===== src/clear_redraw_pkg.sv =====
`default_nettype none

package clear_redraw_pkg;

	// board geometry
	localparam int BOARD_COLS = 4;
	localparam int BOARD_ROWS_DEFAULT = 8;

	// one row of cells, bit 0 is the leftmost column
	typedef logic [BOARD_COLS-1:0] row_t;

	// codes 3, 5, 6 and 7 are treated like a landing
	typedef enum logic [2:0]
	{
		PH_GEN      = 3'd0,
		PH_MOVE     = 3'd1,
		PH_LAND     = 3'd2,
		PH_NEWBOARD = 3'd4
	} phase_t;

	typedef enum logic [1:0]
	{
		PC_SINGLE = 2'd0,
		PC_DOMINO = 2'd1,
		PC_SQUARE = 2'd2,
		PC_ELL    = 2'd3
	} piece_t;

	// spawn window covers the top two rows
	localparam int SPAWN_COL = 1;
	localparam int SPAWN_ROWS = 2;
	localparam int SPAWN_WIDTH = 2;

	// window bit is window row * SPAWN_WIDTH + window column
	typedef logic [SPAWN_ROWS*SPAWN_WIDTH-1:0] window_t;

	// single cell at the spawn column
	localparam window_t SHAPE_SINGLE = 4'b0001;
	localparam window_t SHAPE_DOMINO = 4'b0011;
	localparam window_t SHAPE_SQUARE = 4'b1111;
	// one cell on top, two below
	localparam window_t SHAPE_ELL    = 4'b1101;

	function automatic window_t spawn_shape(piece_t piece);
		window_t shape;
		case (piece)
			PC_SINGLE: shape = SHAPE_SINGLE;
			PC_DOMINO: shape = SHAPE_DOMINO;
			PC_SQUARE: shape = SHAPE_SQUARE;
			PC_ELL:    shape = SHAPE_ELL;
			default:   shape = '0;
		endcase
		return shape;
	endfunction

endpackage

`default_nettype wire


===== src/piece_spawner.sv =====
`timescale 1ns/1ps
`default_nettype none

module piece_spawner
	import clear_redraw_pkg::*;
#(
	parameter int ROWS = BOARD_ROWS_DEFAULT
)
(
	input  wire logic [ROWS*BOARD_COLS-1:0] board_in,
	input  wire piece_t                     piece,
	output logic [ROWS*BOARD_COLS-1:0]      spawn_board,
	output logic                            spawn_error
);

	window_t                    shape;
	logic [ROWS*BOARD_COLS-1:0] piece_mask;

	assign shape = spawn_shape(piece);

	// place the window shape into a full-size board mask
	always_comb
	begin
		piece_mask = '0;
		for (int r = 0; r < SPAWN_ROWS; r++)
		begin
			for (int c = 0; c < SPAWN_WIDTH; c++)
			begin
				piece_mask[r*BOARD_COLS + SPAWN_COL + c] = shape[r*SPAWN_WIDTH + c];
			end
		end
	end

	assign spawn_board = board_in | piece_mask;

	// collision when any new cell is already taken
	assign spawn_error = |(board_in & piece_mask);

endmodule

`default_nettype wire


===== src/row_compactor.sv =====
`timescale 1ns/1ps
`default_nettype none

module row_compactor
	import clear_redraw_pkg::*;
#(
	parameter int ROWS = BOARD_ROWS_DEFAULT
)
(
	input  wire logic [ROWS*BOARD_COLS-1:0] board_in,
	output logic [ROWS*BOARD_COLS-1:0]      cleared_board
);

	logic [ROWS-1:0] row_full;

	// full row detect, one flag per row
	always_comb
	begin
		for (int r = 0; r < ROWS; r++)
		begin
			row_full[r] = &board_in[r*BOARD_COLS +: BOARD_COLS];
		end
	end

	// walk from the bottom row (highest index) up to row 0
	// surviving rows stack onto the bottom of the output
	// rows never written stay empty and form the new top
	always_comb
	begin
		int   dst;
		row_t src_row;

		cleared_board = '0;
		dst = ROWS - 1;
		for (int r = ROWS - 1; r >= 0; r--)
		begin
			src_row = board_in[r*BOARD_COLS +: BOARD_COLS];
			if (!row_full[r])
			begin
				cleared_board[dst*BOARD_COLS +: BOARD_COLS] = src_row;
				dst = dst - 1;
			end
		end
	end

endmodule

`default_nettype wire


===== src/board_register.sv =====
`timescale 1ns/1ps
`default_nettype none

module board_register
	import clear_redraw_pkg::*;
#(
	parameter int ROWS = BOARD_ROWS_DEFAULT
)
(
	input  wire logic                       clk,
	input  wire logic                       rst_n,
	input  wire logic                       in_valid,
	input  wire phase_t                     phase,
	input  wire logic [ROWS*BOARD_COLS-1:0] board_in,
	input  wire logic [ROWS*BOARD_COLS-1:0] spawn_board,
	input  wire logic                       spawn_error,
	input  wire logic [ROWS*BOARD_COLS-1:0] cleared_board,
	output logic                            out_valid,
	output logic [ROWS*BOARD_COLS-1:0]      board_out,
	output logic                            error
);

	logic [ROWS*BOARD_COLS-1:0] sel_board;
	logic                       sel_error;

	// stage 1 holds the selected result of the job
	logic                       s1_valid;
	logic [ROWS*BOARD_COLS-1:0] s1_board;
	logic                       s1_error;

	// result select by phase
	always_comb
	begin
		case (phase)
			PH_GEN:
			begin
				sel_board = spawn_board;
				sel_error = spawn_error;
			end
			PH_MOVE:
			begin
				sel_board = board_in;
				sel_error = 1'b0;
			end
			PH_NEWBOARD:
			begin
				sel_board = '0;
				sel_error = 1'b0;
			end
			default:
			begin
				// landing and every unlisted code
				sel_board = cleared_board;
				sel_error = 1'b0;
			end
		endcase
	end

	always_ff @(posedge clk or negedge rst_n)
	begin
		if (!rst_n)
			s1_valid <= 1'b0;
		else
			s1_valid <= in_valid;
	end

	always_ff @(posedge clk)
	begin
		if (in_valid)
		begin
			s1_board <= sel_board;
			s1_error <= sel_error;
		end
	end

	// stage 2 drives the outputs
	always_ff @(posedge clk or negedge rst_n)
	begin
		if (!rst_n)
		begin
			out_valid <= 1'b0;
			board_out <= '0;
			error <= 1'b0;
		end
		else
		begin
			out_valid <= s1_valid;
			if (s1_valid)
			begin
				board_out <= s1_board;
				error <= s1_error;
			end
		end
	end

endmodule

`default_nettype wire


===== src/clear_redraw.sv =====
`timescale 1ns/1ps
`default_nettype none

module clear_redraw
	import clear_redraw_pkg::*;
#(
	parameter int ROWS = BOARD_ROWS_DEFAULT
)
(
	input  wire logic                       clk,
	input  wire logic                       rst_n,
	input  wire logic                       in_valid,
	input  wire logic [ROWS*BOARD_COLS-1:0] board_in,
	input  wire phase_t                     phase,
	input  wire piece_t                     piece,
	output logic                            out_valid,
	output logic [ROWS*BOARD_COLS-1:0]      board_out,
	output logic                            error
);

	// spawn path
	logic [ROWS*BOARD_COLS-1:0] spawn_board;
	logic                       spawn_error;

	// line clear path
	logic [ROWS*BOARD_COLS-1:0] cleared_board;

	piece_spawner #(
		.ROWS(ROWS)
	) u_piece_spawner (
		.board_in   (board_in),
		.piece      (piece),
		.spawn_board(spawn_board),
		.spawn_error(spawn_error)
	);

	row_compactor #(
		.ROWS(ROWS)
	) u_row_compactor (
		.board_in     (board_in),
		.cleared_board(cleared_board)
	);

	// both paths are combinational, the result is picked and held here
	board_register #(
		.ROWS(ROWS)
	) u_board_register (
		.clk          (clk),
		.rst_n        (rst_n),
		.in_valid     (in_valid),
		.phase        (phase),
		.board_in     (board_in),
		.spawn_board  (spawn_board),
		.spawn_error  (spawn_error),
		.cleared_board(cleared_board),
		.out_valid    (out_valid),
		.board_out    (board_out),
		.error        (error)
	);

endmodule

`default_nettype wire


===== config.mk =====
export PLATFORM = sky130hd
export DESIGN_NAME = clear_redraw
export DESIGN_NICKNAME = d
export VERILOG_FILES = /design/src/clear_redraw_pkg.sv /design/src/piece_spawner.sv /design/src/row_compactor.sv /design/src/board_register.sv /design/src/clear_redraw.sv
export SDC_FILE = /design/constraint.sdc
export NUM_CORES = 1
export LEC_CHECK = 0
export ABC_AREA = 1
export CAP_MARGIN = 10
export CELL_PAD_IN_SITES_DETAIL_PLACEMENT = 1
export CELL_PAD_IN_SITES_GLOBAL_PLACEMENT = 1
export CORE_ASPECT_RATIO = 1.5
export CORE_MARGIN = 4
export CORE_UTILIZATION = 30
export CTS_CLUSTER_SIZE = 14
export DETAILED_ROUTE_END_ITERATION = 6
export DONT_BUFFER_PORTS = 1
export PLACE_DENSITY = 0.69
export SETUP_SLACK_MARGIN = 0.5
export SYNTH_ARGS = -nofsm -noshare
export SYNTH_HDL_FRONTEND = slang
export SYNTH_SLANG_ARGS = --single-unit

===== constraint.sdc =====
create_clock -name clk -period 2.25 [get_ports clk]
set_input_delay 0.1125 -clock clk [delete_from_list [all_inputs] [get_ports clk]]
set_output_delay 0.1125 -clock clk [all_outputs]
set_load 0.05 [all_outputs]

### Yosys cells after proc, flatten, opt, wreduce, memory -nomap -nowiden

Index checks and enable logic that the tools add are counted.

| cells by class | value |
|---|---|
| mux-type cells | 24 |
| reduce and logical (&&, ||, !) cells | 11 |
| eq/ne operators | 5 |
| bitwise operators | 2 |
| shift-type cells | 14 |
| add/sub/neg operators | 13 |

Operator list:

| operator | count |
|---|---|
| $shift A4 B33 Y32 const A | 7 |
| $shiftx A4 B33 Y32 | 7 |
| $bwmux W32 | 7 |
| $mux W32 | 7 |
| $neg A32 Y33 | 6 |
| $mux W30 | 6 |
| $sub A30 B2 Y30 const B | 5 |
| $pmux W32 S3 | 1 |
| $neg A5 Y33 | 1 |
| $and A32 B7 Y32 | 1 |
| $or A32 B7 Y32 | 1 |
| $reduce_and A4 Y1 | 8 |
| $reduce_or A32 Y1 | 1 |
| $pmux W4 S4 | 1 |
| $eq A2 B2 Y1 const B | 2 |
| $mux W4 | 1 |
| $sub A3 B1 Y4 const B | 1 |
| $eq A3 B1 Y1 const B | 1 |
| $eq A3 B3 Y1 const B | 1 |
| $logic_not A3 Y1 | 1 |
| $eq A2 B1 Y1 const B | 1 |
| $logic_not A2 Y1 | 1 |
| $mux W1 | 1 |

| storage, ports and cells | value |
|---|---|
| output and inout bits | 34 |
| logic and storage cells | 75 |
| bits of input ports | 40 |
| register bits after elaboration | 68 |

### Longest topological paths before layout

| logic depth | value |
|---|---|
| depth after elaboration | 19 |
| gate-level depth with buffers | 35 |
| gate-level depth less buffers | 34 |

### Modules after synthesis

Synthesis repeated with hierarchy kept, for this count alone.

| second synthesis, totals | value |
|---|---|
| cell total of the unflattened synthesis | 1143 |
| area total of the unflattened synthesis | 7458.4 um2 |

Modules (own cells, without submodules):

| module | cells an instance | area an instance (um2) | seq. area each (um2) | times used |
|---|---|---|---|---|
| row_compactor | 768 | 4040.1 | 0.0 | 1 |
| board_register | 328 | 3111.7 | 1866.8 | 1 |
| piece_spawner | 47 | 306.5 | 0.0 | 1 |

### Least setup slack after synthesis

No wires, ideal clock.

| timing path | value |
|---|---|
| path kind | input port to flip-flop |
| start | in board_in[29] |
| end | reg u_board_register.s1_board[18] (data pin) |
| data required time | 1.996 ns |
| buffers on the path | 1 |
| arrival | 5.074 ns |
| setup time | 0.254 ns |
| cell stages on the path | 30 |
| setup slack | -3.078 ns |
| cell sequence | nand2_1 -> nor2_1 -> inv_1 -> ha_1 -> inv_2 -> nand2_2 -> nand2_2 -> inv_1 -> ha_1 -> nand2_1 -> nand2_1 -> ha_1 -> clkbuf_1 -> nand2_1 -> nand2_1 -> ha_1 -> or2_2 -> nand2_1 -> inv_1 -> ha_1 -> nand2_1 -> o21ai_1 -> ha_1 -> nor2_1 -> inv_1 -> nor3_4 -> nand2_1 -> or2_0 -> nand3_1 -> nand2_1 |

| between the ends | value |
|---|---|
| cells in the longest elaborated chain, start to end | 19 |
| elaborated cells on any way between the ends | 50 |
| those cells by class | 13 x add/sub; 14 x shift; 22 x mux; 1 x reduce/logical |

RTL lines:

| item | line | source |
|---|---|---|
| start, declared | clear_redraw.sv:13 | `input wire logic [ROWS*BOARD_COLS-1:0] board_in,` |
| $reduce_and A4 Y1 (*) | row_compactor.sv:21 | `row_full[r] = &board_in[r*BOARD_COLS +: BOARD_COLS];` |
| $mux W1 (*) | row_compactor.sv:38 | `if (!row_full[r])` |
| $sub A3 B1 Y4 / $neg A5 Y33 (equally long branches) | row_compactor.sv:41, row_compactor.sv:40 |  |
| $mux W30 (tied with other cells) | row_compactor.sv:38 |  |
| $sub A30 B2 Y30 (tied with other cells) | row_compactor.sv:41 | `dst = dst - 1;` |
| $mux W30 (tied with other cells) | row_compactor.sv:38 |  |
| $sub A30 B2 Y30 (tied with other cells) | row_compactor.sv:41 |  |
| $mux W30 (tied with other cells) | row_compactor.sv:38 |  |
| [4 not listed] | n/a |  |
| $sub A30 B2 Y30 (tied with other cells) | row_compactor.sv:41 |  |
| $mux W30 (tied with other cells) | row_compactor.sv:38 |  |
| $neg A32 Y33 / $bwmux W32 (equally long branches) | row_compactor.sv:40 | `cleared_board[dst*BOARD_COLS +: BOARD_COLS] = src_row;` |
| $shiftx A4 B33 Y32 (tied with other cells) | row_compactor.sv:40 |  |
| $bwmux W32 | row_compactor.sv:40 |  |
| $mux W32 (*) | row_compactor.sv:38 |  |
| $pmux W32 S3 (*) | board_register.sv:34 | `case (phase)` |
| named net u_board_register.sel_board[18] | board_register.sv:23 | `logic [ROWS*BOARD_COLS-1:0] sel_board;` |
| end signal, assigned | board_register.sv:71 | `s1_board <= sel_board;` |
| end, declared | board_register.sv:28 | `logic [ROWS*BOARD_COLS-1:0] s1_board;` |

The timed path passes the listed nets; every way through them passes the cells marked *.
A chain may end at the register's enable or synchronous reset.

### Worst setup path after layout

| timing path | value |
|---|---|
| start | in board_in[26] |
| end | reg u_board_register.s1_board[5] (data pin) |

| between the ends | value |
|---|---|
| cells in the longest elaborated chain, start to end | 17 |
| elaborated cells on any way between the ends | 46 |
| those cells by class | 11 x add/sub; 13 x shift; 21 x mux; 1 x reduce/logical |

RTL lines:

| item | line |
|---|---|
| $reduce_and A4 Y1 | row_compactor.sv:21 |
| $mux W30 | row_compactor.sv:38 |
| $sub A30 B2 Y30 / $neg A32 Y33 (equally long branches) | row_compactor.sv:41, row_compactor.sv:40 |
| $mux W30 (tied with other cells) | row_compactor.sv:38 |
| $sub A30 B2 Y30 (tied with other cells) | row_compactor.sv:41 |
| $mux W30 (tied with other cells) | row_compactor.sv:38 |
| $sub A30 B2 Y30 (tied with other cells) | row_compactor.sv:41 |
| $mux W30 (tied with other cells) | row_compactor.sv:38 |
| [2 not listed] | n/a |
| $sub A30 B2 Y30 (tied with other cells) | row_compactor.sv:41 |
| $mux W30 (tied with other cells) | row_compactor.sv:38 |
| $neg A32 Y33 / $bwmux W32 (equally long branches) | row_compactor.sv:40 |
| $shiftx A4 B33 Y32 (tied with other cells) | row_compactor.sv:40 |
| $bwmux W32 | row_compactor.sv:40 |
| $mux W32 (*) | row_compactor.sv:38 |
| $pmux W32 S3 (*) | board_register.sv:34 |
| named net u_board_register.sel_board[5] | board_register.sv:23 |

Marked as above.

==> metrics.sh <==
RESULT_OF_THE_RUN='complete, but fails checks'
FAILED_CHECKS='setup timing'
CRIT_FAMILY='simple AND/OR/NAND/NOR gates'
ROUTE.VIAS.TOTAL=7713
FINALCRITICALPERIOD_NS=3.781
START_UTIL_PCT=30.60
GRT_USAGE_PCT=22.81
SLEW_HEADROOM_PCT=66.09
FINAL-SEQ-AREA_UM2=1867
WORST_SETUP_PATH_START_KIND='input pin'
HP-CLASS='in2reg'
FINALINSTANCEAREA_UM2=9853
VIAS_PER_INSTANCE=5.177
ARRIVAL_NS=3.86
DRT_ITER0_MARKERS=420
WORST-PATH-BUF-INV=6
WORST_R2R_STARTPOINT='u_board_register.s1_valid'
COMMONEST_NON_FILL_NON_TAP_CELL_IN_THE_LAYOUT='sky130_fd_sc_hd__nand2_1'
DETAILEDROUTE.FIRSTPASSITERATIONCOUNT=5
POWERDENSITY_nW_PER_UM2=798.7
POST_ROUTE_CELLS_DRIVE_ABOVE_1_SHARE_PCT=39.44
PATH_COMMON_CELL='sky130_fd_sc_hd__nand2_4'
POWER.IR.VDD_WORST_mV=0.3794
WORST-ENDPOINT-REQUIRED_NS=2.33
CORE_AREA_UM2=21060
DETAILED_PLACE.AREA_UM2=8488
MULTI_INPUT_AREA_UM2=4827
DIEHEIGHT_UM=187.5
POWER.STATIC_LEAKAGE_uW=0.004634
SYNTH.TOP_CELL.AREA_SHARE_PCT=17.93
NUMBER_OF_GLOBAL_ROUTE_VIAS_BEFORE_REPAIR=8187
DIE_W_UM=127.7
POSTSYNTHNETCOUNT=1016
PLACE.GP.CONGESTION=0.9841
CLOCK_SINKS=68
CLKTRANSATPATHREGS_NS=0.05
GRT_SETUP_UNREPAIRED='yes'
DRC=0
SYNTH.DISTINCT_CELLS=46
SETUP_VIOL_COUNT_FINAL=32
CRITPATHKIND='in2reg'
FLOORPLAN.DIE_AREA_UM2=23940
GRT_PASS1_WL_UM=43190
FINAL_NET_COUNT=1269
CLK_LATENCY_NS=0.32
SYN-CELL-AREA_UM2=6446
SLEW_VIOL_FINAL=0
WORST_PATH_MAX_DELAY_CELL='sky130_fd_sc_hd__ha_4'
PLACEMENTROWS=65
FINAL_ANTENNA_NET_COUNT=0
SYNTH-WARNING-COUNT=0
TIGHTESTPINTRANSITION_NS=0.5087
HOLD_VIOL_FINAL=0
CRITICAL_PATH.MAX_FANOUT=5
MOST-COMMON-LAYOUT-CELLS='sky130_fd_sc_hd__nand2_1 (254), sky130_fd_sc_hd__buf_4 (228), sky130_fd_sc_hd__inv_1 (91)'
ANTENNA_CELLS_INSERTED=0
WORST_SETUP_PATH_STARTPOINT='board_in[26]'
SETUP-TNS-FINAL_NS=-46.88
WORST_CLOCK_SKEW_NS=0.004932
CRITICAL_PATH_CELL_COUNT=34
FINAL.PERIOD_UTILIZATION_PCT=168.0
YOSYSSEQAREASHARE_PCT=28.96
NUMPORTBUFFERS=0
POSTSYNTHREGISTERBITS=68
H-TREE-DEPTH=3
PLACE_WS_NS=-2.186
DP_HPWL_UM=23060
ANTENNA_VIOLATIONS_BEFORE_REPAIR=0
WORST-R2R-SETUP-SLACK_NS=1.00
WL_PER_CELL_UM=19.09
IO_PINS=74
SLOWEST_DELAY_NS=0.30
TRITONCTS='built'
POST_SYNTH_INST_COUNT=964
CTSROOTBUFFERMASTER='sky130_fd_sc_hd__clkbuf_16'
POSTROUTEWIRELENGTH_UM=28440
CRITICAL_PATH.ENDPOINT_TYPE='flop'
MAXCAPVIOLATIONS=0
TIMING.REG2REG.WORST_PATH_DEPTH=2
SYNTH_TOP_AREA_CELL='sky130_fd_sc_hd__nand2_1'
MAX_FREQ_MHz=264.5
POST_SYNTH.CELL_AREA_AVG_UM2=6.687
REG2REG_TO='u_board_register.board_out[11]'
POST_SYNTH_MAIN_AREA_CONTRIBUTORS='sky130_fd_sc_hd__nand2_1 (18%), sky130_fd_sc_hd__edfxtp_1 (15%), sky130_fd_sc_hd__dfrtp_1 (14%), sky130_fd_sc_hd__nand3_1 (7.4%), sky130_fd_sc_hd__o21ai_0 (6.4%)'
CRIT_PATH_END='u_board_register.s1_board[5]'
CLOCK_BUFFERS_CREATED_BY_TRITONCTS=9
FINAL_CRITICAL_PATH_SETUP_SLACK_NS=-1.531
GLOBAL_ROUTE.OVERFLOW_TOTAL=0
GRT_MAX_DEGREE=36
TOTAL_OF_FILL_CELLS_IN_THE_FINISHED_DESIGN=2635
CTS_MAX_PATH_BUFFERS=2
AREA_GROWTH_FROM_SYNTHESIS_TO_FINAL_LAYOUT_PCT=52.85
## through the flow
stage                     hold WS [ns]  total power (uW)  util (%)  std cells
after floorplan                -0.1831              4067         -        964
after global placement         -0.1817              5490     40.30       1427
after detailed placement       -0.1820              5584     40.30       1427
after CTS                      0.01291              7477     44.66       1473
after global routing           0.02560              8342     46.78       1490
final                          0.03053              7870     46.78       1490
## power by group
| part | switching, uW | total (uW) | internal [uW] |
|---|---|---|---|
| logic | 2470 | 4350 | 1880 |
| registers | 562 | 2120 | 1560 |
| clock network | 512 | 1400 | 884 |
| total | 3550 | 7870 | 4320 |
## worst min path at each step
| stage | depth (start not counted) | slack [ns] | endpoint | startpoint |
|---|---|---|---|---|
| 2_1_floorplan | 0 | -0.18 | u_board_register.board_out[0] | rst_n |
| 3_3_place_gp | 0 | -0.18 | u_board_register.board_out[3] | rst_n |
| 3_5_place_dp | 0 | -0.18 | u_board_register.s1_valid | rst_n |
| 4_1_cts | 2 | 0.01 | u_board_register.s1_board[10] | board_in[10] |
| 5_1_grt | 2 | 0.03 | u_board_register.s1_board[10] | board_in[10] |
| 6_report | 2 | 0.03 | u_board_register.s1_board[21] | board_in[21] |
## Yosys cell counts (all sizes together)
cell	count
nand2	331
inv	108
nand3	102
o21ai	94
nor2	82
dfrtp	35
edfxtp	33
mux2	33
a21oi	25
nand4	21
nor3	20
clkbuf	14
ha	12
o211ai	12
nor4	11
buf	6
o32ai	5
o31ai	3
o41ai	3
or2	3
a221oi	2
a22oi	1
a31oi	1
a32oi	1
and2	1
clkinv	1
nand3b	1
o21a	1
o311a	1
xor2	1
## final cells by class
cell class / instances / area share (%)
clock inverter: 6 / 0.6476
clock buffer: 10 / 2.425
timing repair buffer: 262 / 21.28
sequential: 68 / 18.95
tap: 268 / 3.403
multi-input combinational: 767 / 48.99
inverter: 109 / 4.305
## flip-flops by register name, summed over array words and instances, names as in the netlist
signal	cells
u_board_register.out_valid	1
u_board_register.board_out	32
u_board_register.s1_error	1
u_board_register.s1_valid	1
u_board_register.s1_board	32
u_board_register.error	1
## logic make-up after synthesis
family	after synthesis	share of synthesized area, %
and+or+nand+nor	572	41.69
AOI/OAI and AO/OA	149	13.02
buffers and inverters	129	7.803
DFF	68	28.96
muxes	33	5.765
adders and majority gates	12	2.329
xor gates and xnor gates	1	0.4271
## per-layer routing
metal | routed length (um) | GRT usage [%] | vias up
met5 | 0 | 0 | -
met4 | 1193 | 10.38 | 0
met3 | 779 | 1.282 | 58
met2 | 16150 | 45.29 | 163
met1 | 10320 | 23.87 | 3747
li1 | - | - | 3745
## repair_timing
action / 4_1_cts / 5_1_grt
hold endpoints to repair: 86 / 0
hold buffers: 21 / 0
endpoints found under the setup margin: 32 / 32
setup buffers: 9 / 17
pin swaps: 53 / 42
resized for setup: 77 / 78
## worst register-to-register path: cells and delay by family, from the launching register on
kind / cells / cell delay, ns
mux: 1 / 0.42
buf+inv: 1 / 0.38
flops: 1 / 0.33
Note: power is estimated with default switching activity, not from simulation.
